$ cat src/hw/local_mem_pkg.sv
`default_nettype none

package local_mem_pkg;

  // Widths
  localparam int DATA_WIDTH        = 64;
  localparam int LINE_WIDTH        = 512;
  localparam int WORDS_PER_LINE    = LINE_WIDTH / DATA_WIDTH;
  localparam int WORD_SEL_WIDTH    = $clog2(WORDS_PER_LINE);
  localparam int ADDR_WIDTH        = 27;
  localparam int BYTEEN_WIDTH      = DATA_WIDTH / 8;
  localparam int LINE_BYTEEN_WIDTH = LINE_WIDTH / 8;
  localparam int BURSTCOUNT_WIDTH  = 7;

  // Control word fields
  localparam int CTRL_WR_A      = 0;
  localparam int CTRL_RD_A      = 1;
  localparam int CTRL_WR_B      = 2;
  localparam int CTRL_RD_B      = 3;
  localparam int CTRL_BE_LSB    = 4;
  localparam int CTRL_SEL_LSB   = 16;
  localparam int CTRL_BURST_LSB = 20;

  // Status word bits, everything above STAT_B_FULL reads as zero
  localparam int STAT_DATA_VALID = 0;
  localparam int STAT_A_WR_TO    = 1;
  localparam int STAT_A_RD_TO    = 2;
  localparam int STAT_A_FULL     = 3;
  localparam int STAT_B_WR_TO    = 4;
  localparam int STAT_B_RD_TO    = 5;
  localparam int STAT_B_FULL     = 6;

  typedef logic [LINE_WIDTH-1:0] line_t;

  typedef struct packed {
    logic                        write;
    logic                        read;
    logic [ADDR_WIDTH-1:0]       address;
    logic [DATA_WIDTH-1:0]       writedata;
    logic [BYTEEN_WIDTH-1:0]     byteenable;
    logic [BURSTCOUNT_WIDTH-1:0] burstcount;
    logic [WORD_SEL_WIDTH-1:0]   word_select;
  } mem_cmd_t;

  typedef struct packed {
    logic                         read;
    logic                         write;
    logic [ADDR_WIDTH-1:0]        address;
    line_t                        writedata;
    logic [LINE_BYTEEN_WIDTH-1:0] byteenable;
    logic [BURSTCOUNT_WIDTH-1:0]  burstcount;
  } ddr_req_t;

  typedef struct packed {
    logic  waitrequest;
    logic  readdatavalid;
    line_t readdata;
  } ddr_rsp_t;

endpackage

`default_nettype wire

$ cat src/hw/sync_fifo.sv
`default_nettype none

module sync_fifo #(
  parameter type item_t = logic [7:0],
  parameter int  DEPTH  = 4
) (
  input  wire        Clk_400,
  input  wire        rst,
  input  wire        push,
  input  wire item_t in,
  input  wire        pop,
  output item_t      out,
  output logic       empty,
  output logic       full
);

  localparam int PTR_WIDTH = (DEPTH > 1) ? $clog2(DEPTH) : 1;
  localparam int CNT_WIDTH = $clog2(DEPTH + 1);

  item_t                mem [DEPTH];
  logic [PTR_WIDTH-1:0] wr_ptr;
  logic [PTR_WIDTH-1:0] rd_ptr;
  logic [CNT_WIDTH-1:0] count;
  logic                 do_push;
  logic                 do_pop;

  // Wraps also for depths that are not a power of two
  function automatic logic [PTR_WIDTH-1:0] next_ptr(input logic [PTR_WIDTH-1:0] ptr);
    if (ptr == PTR_WIDTH'(DEPTH - 1)) begin
      return '0;
    end
    return ptr + 1'b1;
  endfunction

  assign do_push = push && !full;
  assign do_pop  = pop && !empty;
  assign empty   = (count == '0);
  assign full    = (count == CNT_WIDTH'(DEPTH));
  // Show-ahead, head is visible before pop
  assign out     = mem[rd_ptr];

  always_ff @(posedge Clk_400) begin
    if (do_push) begin
      mem[wr_ptr] <= in;
    end
  end

  always_ff @(posedge Clk_400) begin
    if (rst) begin
      wr_ptr <= '0;
      rd_ptr <= '0;
      count  <= '0;
    end else begin
      if (do_push) begin
        wr_ptr <= next_ptr(wr_ptr);
      end
      if (do_pop) begin
        rd_ptr <= next_ptr(rd_ptr);
      end
      case ({do_push, do_pop})
        2'b10:   count <= count + 1'b1;
        2'b01:   count <= count - 1'b1;
        default: count <= count;
      endcase
    end
  end

endmodule

`default_nettype wire

$ cat src/hw/mem_if.sv
`default_nettype none

module mem_if #(
  parameter int FIFO_DEPTH     = 4,
  parameter int TIMEOUT_CYCLES = 64
) (
  input  wire                                  Clk_400,
  input  wire                                  rst,
  input  wire local_mem_pkg::mem_cmd_t         cmd,
  input  wire                                  cmd_valid,
  output logic                                 cmd_full,
  input  wire                                  line_pop,
  output logic                                 line_ready,
  output logic [local_mem_pkg::DATA_WIDTH-1:0] word,
  output logic                                 write_timeout,
  output logic                                 read_timeout,
  output local_mem_pkg::ddr_req_t              req,
  input  wire local_mem_pkg::ddr_rsp_t         rsp
);

  localparam int DW       = local_mem_pkg::DATA_WIDTH;
  localparam int BW       = local_mem_pkg::BURSTCOUNT_WIDTH;
  localparam int SW       = local_mem_pkg::WORD_SEL_WIDTH;
  localparam int WORDS    = local_mem_pkg::WORDS_PER_LINE;
  localparam int WD_WIDTH = $clog2(TIMEOUT_CYCLES + 1);

  localparam logic [BW-1:0] BEAT_ONE = 1;

  typedef enum logic [1:0] {
    ST_IDLE,
    ST_WRITE,
    ST_READ_REQ,
    ST_READ_WAIT
  } state_t;

  state_t                  state;
  local_mem_pkg::mem_cmd_t head;
  logic                    cmd_empty;
  logic                    cmd_push;
  logic                    cmd_pop;
  local_mem_pkg::line_t    line_head;
  logic                    line_empty;
  logic                    line_full;
  logic                    line_push;
  logic [BW-1:0]           head_burst;
  logic [BW-1:0]           beat_cnt;
  logic [WD_WIDTH-1:0]     wd_cnt;
  logic                    wd_expired;
  logic                    read_after_write;
  logic [SW-1:0]           sel_q;
  logic [SW-1:0]           sel_s1;
  local_mem_pkg::line_t    line_s1;
  logic [DW-1:0]           word_s2;
  logic                    pop_d1;
  logic                    pop_d2;

  assign cmd_push = cmd_valid && !cmd_full;

  sync_fifo #(
    .item_t(local_mem_pkg::mem_cmd_t),
    .DEPTH (FIFO_DEPTH)
  ) cmd_q (
    .Clk_400(Clk_400),
    .rst    (rst),
    .push   (cmd_push),
    .in     (cmd),
    .pop    (cmd_pop),
    .out    (head),
    .empty  (cmd_empty),
    .full   (cmd_full)
  );

  sync_fifo #(
    .item_t(local_mem_pkg::line_t),
    .DEPTH (FIFO_DEPTH)
  ) line_q (
    .Clk_400(Clk_400),
    .rst    (rst),
    .push   (line_push),
    .in     (rsp.readdata),
    .pop    (line_pop),
    .out    (line_head),
    .empty  (line_empty),
    .full   (line_full)
  );

  // A read is only taken when its line has room to land
  assign cmd_pop    = (state == ST_IDLE) && !cmd_empty && !(head.read && line_full);
  assign line_push  = (state == ST_READ_WAIT) && rsp.readdatavalid;
  assign line_ready = !line_empty;
  assign head_burst = (head.burstcount == '0) ? BEAT_ONE : head.burstcount;
  assign wd_expired = (wd_cnt == WD_WIDTH'(TIMEOUT_CYCLES - 1));

  always_ff @(posedge Clk_400) begin
    if (rst) begin
      state            <= ST_IDLE;
      req.read         <= 1'b0;
      req.write        <= 1'b0;
      beat_cnt         <= '0;
      wd_cnt           <= '0;
      read_after_write <= 1'b0;
      write_timeout    <= 1'b0;
      read_timeout     <= 1'b0;
    end else begin
      // New command clears both flags, a timeout in the same cycle still wins
      if (cmd_push) begin
        write_timeout <= 1'b0;
        read_timeout  <= 1'b0;
      end
      case (state)
        ST_IDLE: begin
          wd_cnt   <= '0;
          beat_cnt <= '0;
          if (cmd_pop) begin
            req.address      <= head.address;
            req.writedata    <= {WORDS{head.writedata}};
            req.byteenable   <= {WORDS{head.byteenable}};
            read_after_write <= head.write && head.read;
            if (head.read) begin
              sel_q <= head.word_select;
            end
            if (head.write) begin
              req.write      <= 1'b1;
              req.burstcount <= head_burst;
              state          <= ST_WRITE;
            end else if (head.read) begin
              req.read       <= 1'b1;
              req.burstcount <= BEAT_ONE;
              state          <= ST_READ_REQ;
            end
          end
        end
        ST_WRITE: begin
          if (!rsp.waitrequest) begin
            wd_cnt <= '0;
            if (beat_cnt == req.burstcount - BEAT_ONE) begin
              req.write <= 1'b0;
              beat_cnt  <= '0;
              if (read_after_write) begin
                req.read       <= 1'b1;
                req.burstcount <= BEAT_ONE;
                state          <= ST_READ_REQ;
              end else begin
                state <= ST_IDLE;
              end
            end else begin
              beat_cnt <= beat_cnt + 1'b1;
            end
          end else if (wd_expired) begin
            req.write     <= 1'b0;
            write_timeout <= 1'b1;
            state         <= ST_IDLE;
          end else begin
            wd_cnt <= wd_cnt + 1'b1;
          end
        end
        ST_READ_REQ: begin
          if (!rsp.waitrequest) begin
            req.read <= 1'b0;
            wd_cnt   <= '0;
            state    <= ST_READ_WAIT;
          end else if (wd_expired) begin
            req.read     <= 1'b0;
            read_timeout <= 1'b1;
            state        <= ST_IDLE;
          end else begin
            wd_cnt <= wd_cnt + 1'b1;
          end
        end
        ST_READ_WAIT: begin
          if (rsp.readdatavalid) begin
            state <= ST_IDLE;
          end else if (wd_expired) begin
            // Late data after this point is dropped
            read_timeout <= 1'b1;
            state        <= ST_IDLE;
          end else begin
            wd_cnt <= wd_cnt + 1'b1;
          end
        end
        default: state <= ST_IDLE;
      endcase
    end
  end

  always_ff @(posedge Clk_400) begin
    if (rst) begin
      pop_d1 <= 1'b0;
      pop_d2 <= 1'b0;
    end else begin
      pop_d1 <= line_pop && !line_empty;
      pop_d2 <= pop_d1;
    end
  end

  // Word select pipeline, word holds until the next pop
  always_ff @(posedge Clk_400) begin
    if (line_pop) begin
      line_s1 <= line_head;
      sel_s1  <= sel_q;
    end
    if (pop_d1) begin
      word_s2 <= line_s1[sel_s1*DW +: DW];
    end
    if (pop_d2) begin
      word <= word_s2;
    end
  end

endmodule

`default_nettype wire

$ cat config.mk
export PLATFORM = sky130hd
export DESIGN_NAME = mem_if
export DESIGN_NICKNAME = d
export VERILOG_FILES = /design/src/hw/local_mem_pkg.sv /design/src/hw/sync_fifo.sv /design/src/hw/mem_if.sv
export SDC_FILE = /design/constraint.sdc
export NUM_CORES = 2
export LEC_CHECK = 0
export BUFFER_PORTS_ARGS = -buffer_cell sky130_fd_sc_hd__buf_4
export CAP_MARGIN = 30
export CELL_PAD_IN_SITES_DETAIL_PLACEMENT = 2
export CELL_PAD_IN_SITES_GLOBAL_PLACEMENT = 2
export CORE_MARGIN = 3
export CORE_UTILIZATION = 46
export CTS_CLUSTER_SIZE = 14
export DETAILED_ROUTE_END_ITERATION = 12
export PLACE_DENSITY = 0.8
export SLEW_MARGIN = 10
export SYNTH_ARGS = -nofsm -noshare
export SYNTH_HDL_FRONTEND = slang
export SYNTH_SLANG_ARGS = --single-unit
$ cat constraint.sdc
create_clock -name Clk_400 -period 16.3 [get_ports Clk_400]
set_clock_uncertainty 0.05 [all_clocks]
set_input_delay 0.815 -clock Clk_400 [delete_from_list [all_inputs] [get_ports Clk_400]]
set_output_delay 0.815 -clock Clk_400 [all_outputs]
set_load 0.02 [all_outputs]
* Word-level counts from Yosys, hierarchy flattened
Memories as Yosys holds them, arrays and structs flattened. A register that Yosys moved wholly into a read port is not among the register bits. Cells that the tools add are included.
Storage, ports and cells: register bits after elaboration 781, bits in latches 0, memory bits (writable) 2492, ROM bits 0, output and inout port bits 680, logic and storage cells 171, memories kept 2
Cells by class: add/subtract/negate cells 11, multiply operators 0, div/mod/pow operators 0, order comparisons 0, equality and inequality tests 27, shift operators 1, mux-type cells 73, bitwise logic cells 1, reduce and logical (&&, ||, !) cells 32
Memory list:
- line_q.mem | depth 4, width 512, read ports 1, clocked after memory_dff 1, wr ports 1, RTL line sync_fifo.sv:20 | item_t mem [DEPTH];
- cmd_q.mem | depth 4, width 111, read ports 1, clocked after memory_dff 1, wr ports 1, RTL line sync_fifo.sv:20
Operator list (count):
- 2-to-1 mux 612 bit | 1
- variable part select 512 x 10 -> 64 bit | 1
- 2-to-1 mux 7 bit | 11
- 2-to-1 mux 2 bit | 20
- 2-to-1 mux 1 bit | 32
- one-hot mux 7 bit (2 select lines) | 2
- one-hot mux 7 bit (3 select lines) | 1
- equality test 2 bit, second input constant | 8
- adder 7 x 1 -> 7 bit, second input constant | 2
- != test 2 bit, second input constant | 7
- != test 3 bit, second input constant | 4
- one-hot mux 3 bit (2 select lines) | 2
- logical AND 1 bit | 10
- adder 2 x 1 -> 2 bit, second input constant | 4
- one-hot mux 2 bit (4 select lines) | 1
- AND reduction 8 bit | 1
- equality test 7 x 6 -> 1 bit, second input constant | 1
- equality test 7 bit | 1
- zero test 7 bit | 1
- AND reduction 7 bit | 1
- subtractor 7 x 1 -> 7 bit, second input constant | 1
- adder 3 x 1 -> 3 bit, second input constant | 2
- equality test 2 x 1 -> 1 bit, second input constant | 3
- equality test 3 bit, second input constant | 2
- other kinds (15) | 26

* Logic depth before layout (Yosys ltp)
depth in word-level cells 10, depth in mapped cells 10, mapped depth without buffers 10

* Hierarchy
Synthesis repeated with hierarchy kept, for this count alone.
Second synthesis, totals: cell total of the unflattened synthesis 5032, area, all modules 122630.1 sq um
Modules (own cells, without submodules):
- sync_fifo (line_q) | instances 1, cells each 2728, area each 74524.0 sq um
- mem_if | instances 1, cells each 1671, area each 31597.8 sq um
- sync_fifo (cmd_q) | instances 1, cells each 633, area each 16508.3 sq um

* Least setup slack after synthesis
Ideal clock, no wire load.
path type input to register, from in rsp[512] (netlist bit), to mem line_q.mem[3][0] (netlist bit), enable pin, setup time 0.944 ns, arrival time 12.739 ns, data required time 15.306 ns, path slack 2.567 ns, stages on the path 3, path buffers 0, cell sequence nand2_1 -> nor2_1 -> and2_1
On the way: longest elaborated chain between the ends 4
Ends and longest elaborated chain:
- from (decl) | RTL line mem_if.sv:18 | input wire local_mem_pkg::ddr_rsp_t rsp
- logical AND 1 bit | RTL line mem_if.sv:89 | assign line_push = (state == ST_READ_WAIT) && rsp.readdatavalid;
- logical AND 1 bit | RTL line sync_fifo.sv:35 | assign do_push = push && !full;
- 2-to-1 mux 1 bit | RTL line sync_fifo.sv:43 | if (do_push) begin
- 2-to-1 mux 1 bit (not written as such) | RTL line sync_fifo.sv:44 | mem[wr_ptr] <= in;
- to (decl) | RTL line sync_fifo.sv:20
Every way passes these cells.

* Worst setup path after layout
from reg state[0], to mem line_q.mem[1][292] (netlist bit), enable pin
On the way: longest elaborated chain between the ends 5
Ends and longest elaborated chain:
- from (decl) | RTL line mem_if.sv:36 | state_t state;
- from (signal assigned) | RTL line mem_if.sv:96 | state <= ST_IDLE;
- from (signal assigned) | RTL line mem_if.sv:125 | state <= ST_WRITE;
- from (signal assigned) | RTL line mem_if.sv:129 | state <= ST_READ_REQ;
- equality test 2 bit | RTL line mem_if.sv:89
- logical AND 1 bit | RTL line mem_if.sv:89
- logical AND 1 bit | RTL line sync_fifo.sv:35
- 2-to-1 mux 1 bit | RTL line sync_fifo.sv:43
- 2-to-1 mux 1 bit (not written as such) | RTL line sync_fifo.sv:44
Every way passes these cells.

==> results.yml <==
status:
  run_status: "completed"
layout:
  num-nets-final: 6763
  fillers: 21900
  syn2layout_area_growth_pct: 18.4
  post-route-cell-area_um2: 144000
  final_layout_size_suffix_gt1_share_pct: 42.4
floorplan:
  io-pin-count: 1309
  core_um2: 263000
  die_y_um: 521
  start_util_pct: 46.4
  design.die.area_um2: 271000
  die_x_um: 521
  core.rowCount: 188
drt:
  dr_total_vias: 66700
  drt-pass1-iter-count: 5
  antenna_left: 0
  route.final.wire_length_um: 559000
  drt_iter0_markers: 10600
  routed_wire_length_per_instance_um: 55.5
  routed_via_density: 6.62
  post-route-drc-count: 0
global_routing:
  first_pass_grt_wire_length_um: 711000
  antenna_found_initial: 195
  globalRoute.totalOverflow: 0
  grt_start_max_net_pins: 152
  vias_in_the_first_global_route: 67400
  globalRouteTotalUtil_pct: 40.2
timing:
  max-slew-margin-rel_pct: 3.55
  timing.final.ws_setup_ns: 10.54
  setup-violations-final: 0
  fin_crit_sh_pct: 35.3
  slew_viol_final: 0
  hold_viol: 0
  maxClockFrequency_mhz: 174
  grt_setup_unrepaired: "no"
  hold_ws_ns: 0.0354
  shortest_period_the_worst_path_allows_ns: 5.76
  fin_setup_tns_ns: 0
  tightestPinTransition_ns: 1.45
synthesis:
  postSynth.asyncResetShare_pct: 0
  largest_family_of_logic_cells_by_synthesized_area: "multiplexers"
  syn-cell-area_um2: 122000
  synthAdderAreaFrac_pct: 0.228
  syn_area_per_cell_um2: 24.2
  ys_seq_area_share_pct: 80.5
  synth.ff_latch_count: 3283
  synth_warnings: 0
  yosys.area_share.xor_xnor_pct: 0.141
  basic_gate_share_of_the_synthesized_area_counting_and_or_nand_and_nor_cells_pct: 0.538
  synthMuxAreaShare_pct: 14.5
  synthCells: 5035
  post_synthesis_compound_gate_area_fraction_pct: 0.363
  synth_ff_type: "edfxtp_1"
  postSynthNetCount: 5685
  synth_enable_flop_cells: 3244
  synth.lib_cells_used.distinct: 56
place:
  pre_cts_slack_ns: 10.41
  globalplace.congestion: 0.819
  dp.final_hpwl_um: 374000
  dpl_cell_area_um2: 133000
  placement.io_buffers: 1308
clock_network:
  path_clk_slew_ns: 0.07
  clock_path_buffers: 4
  cts_repair_resize_count: 0
  cts_buffer_count: 349
  cts_htree_levels: 5
  clock-sinks: 3283
  cts_root_buf: "clkbuf_16"
  clock_latency_ns: 0.94
  cts_tree: "yes"
job:
  timing.max_cap.violations: 0
worst_setup_path:
  worst-endpoint-required_ns: 16.82
  worstSetupEndpointType: "register"
  worst-path-max-fanout: 146
  worst_setup_path_start_kind: "register"
  critical_path_class: "register to register"
  timing.critical_path.arrival_ns: 6.28
pwr:
  post-layout-total-power_uw: 21600
  cellPowerDensity_nw_per_um2: 149
  vdd_drop_max_v: 0.000114
  leakagePower_uw: 0.0471
worst_hold_path:
  holdCritPathClass: "primary input to register"
-- cells in the mapped netlist, drive strengths merged (5+ instances only) --
cell,instances,area [um^2]
edfxtp,3244,97400
mux4,751,16900
buf,617,4230
clkbuf,67,251
mux2,64,721
dfxtp,39,781
a21oi,32,168
nor2,27,101
nand2,24,92.6
inv,21,78.8
ha,19,238
and2,16,100
nor3,13,65.1
o21ai,11,55.1
nand3,10,50.1
or3,9,61.3
xnor2,9,78.8
xor2,8,70.1
nor2b,6,37.5
a211oi,5,37.5
-- cell type report --
| cell class | count | area (um^2) | share of cell area, % |
|---|---|---|---|
| tap | 3515 | 4400 | 3.04 |
| clock inverter | 186 | 1590 | 1.10 |
| inverter | 21 | 78.8 | 0.0546 |
| antenna | 172 | 430 | 0.298 |
| sequential | 3283 | 98200 | 68.0 |
| multi-input combinational | 1047 | 19200 | 13.3 |
| clock buffer | 442 | 9290 | 6.43 |
| timing repair buffer | 1411 | 11200 | 7.76 |
-- metrics by stage --
stage               utilization, %  instances
detailed placement            50.5       9265
global placement              50.4       9249
global route                  54.8       9993
floorplan                        -       5035
finish                        54.9      10100
CTS                           54.7       9895
-- cell usage in the layout (no fill, tap or decap), types with 3 or more instances in the layout --
master	n
o21ai_0	11
inv_6	6
and2_4	8
and2_1	7
bufinv_16	22
mux2_2	64
nand2_1	23
ha_1	19
mux4_2	751
clkbuf_16	357
nor3b_1	3
a21oi_1	30
diode_2	172
nand3b_1	3
xor2_1	8
a211oi_1	5
dfxtp_1	33
inv_1	21
or3_1	8
clkinvlp_4	4
edfxtp_1	3244
buf_16	21
nor2_1	26
inv_16	4
clkinv_2	56
clkbuf_8	4
nor3_1	13
clkinv_8	6
buf_4	1371
clkinv_1	84
nand3_1	10
clkbuf_1	81
nor2b_1	6
dfxtp_4	6
a21o_1	3
buf_12	14
xnor2_1	9
-- sequential cells by signal, indices dropped and copies added, names as in the netlist, 2 cells and up, named ones only --
register and flops:
line_q.mem 2048, line_s1 512, cmd_q.mem 444, req 108
word 64, word_s2 64, beat_cnt 7, wd_cnt 7
cmd_q.count 3, line_q.count 3, sel_q 3, sel_s1 3
cmd_q.rd_ptr 2, cmd_q.wr_ptr 2, line_q.rd_ptr 2, line_q.wr_ptr 2
state 2
-- final timing paths --
path / from / to / slack, ns / depth (start not counted)
hold / removal: cmd[29] / cmd_q.mem[3][29]$_DFFE_PP_ / 0.04 / 1
hold reg to reg: word_s2[35]$_DFFE_PP_ / word[35]$_DFFE_PP_ / 0.37 / 0
setup reg to reg: state[0]$_SDFFE_PP0P_ / line_q.mem[1][292]$_DFFE_PP_ / 10.54 / 8
setup / recovery: state[0]$_SDFFE_PP0P_ / line_q.mem[1][292]$_DFFE_PP_ / 10.54 / 8
-- cell families after synthesis --
kind of cell    count (synthesis)
compound gates                 67
xor+xnor                       18
fa+ha+maj                      21
buf+inv                       705
flops                        3283
mux                           816
simple gates                  125
-- report_power, final --
group | leakage (uW) | switching (uW) | total [uW] | internal, uW
logic | 0.0118 | 1960 | 3150 | 1190
clock network | 0.00533 | 3710 | 8110 | 4400
registers | 0.0300 | 560 | 10300 | 9760
-- per-layer routing --
metal	GRT usage (%)	part of all wire [%]	routed length [um]	up-vias
met1	41.8	30	166000	35900
met5	0.0176	0.13	705	-
met4	33.4	10	56600	78
met2	67.2	50	279000	6006
li1	-	-	-	23000
met3	11.7	10	56100	1800
-- worst max-delay path: stages (launching register included) --
cell and delay [ns]:
dfxtp_1 0.49, ha_1 0.31, nand2_1 0.22, nor2_1 0.62
and2_4 0.86, buf_12 0.79, buf_12 0.71, buf_4 0.65
buf_16 0.32
-- timing repair --
item	4_1_cts	5_1_grt
setup endpoints to repair	0	0
buffers inserted	0	0
hold buffers	2	0
endpoints found under the hold margin	5	0
Note: power is estimated with default switching activity, not from simulation.
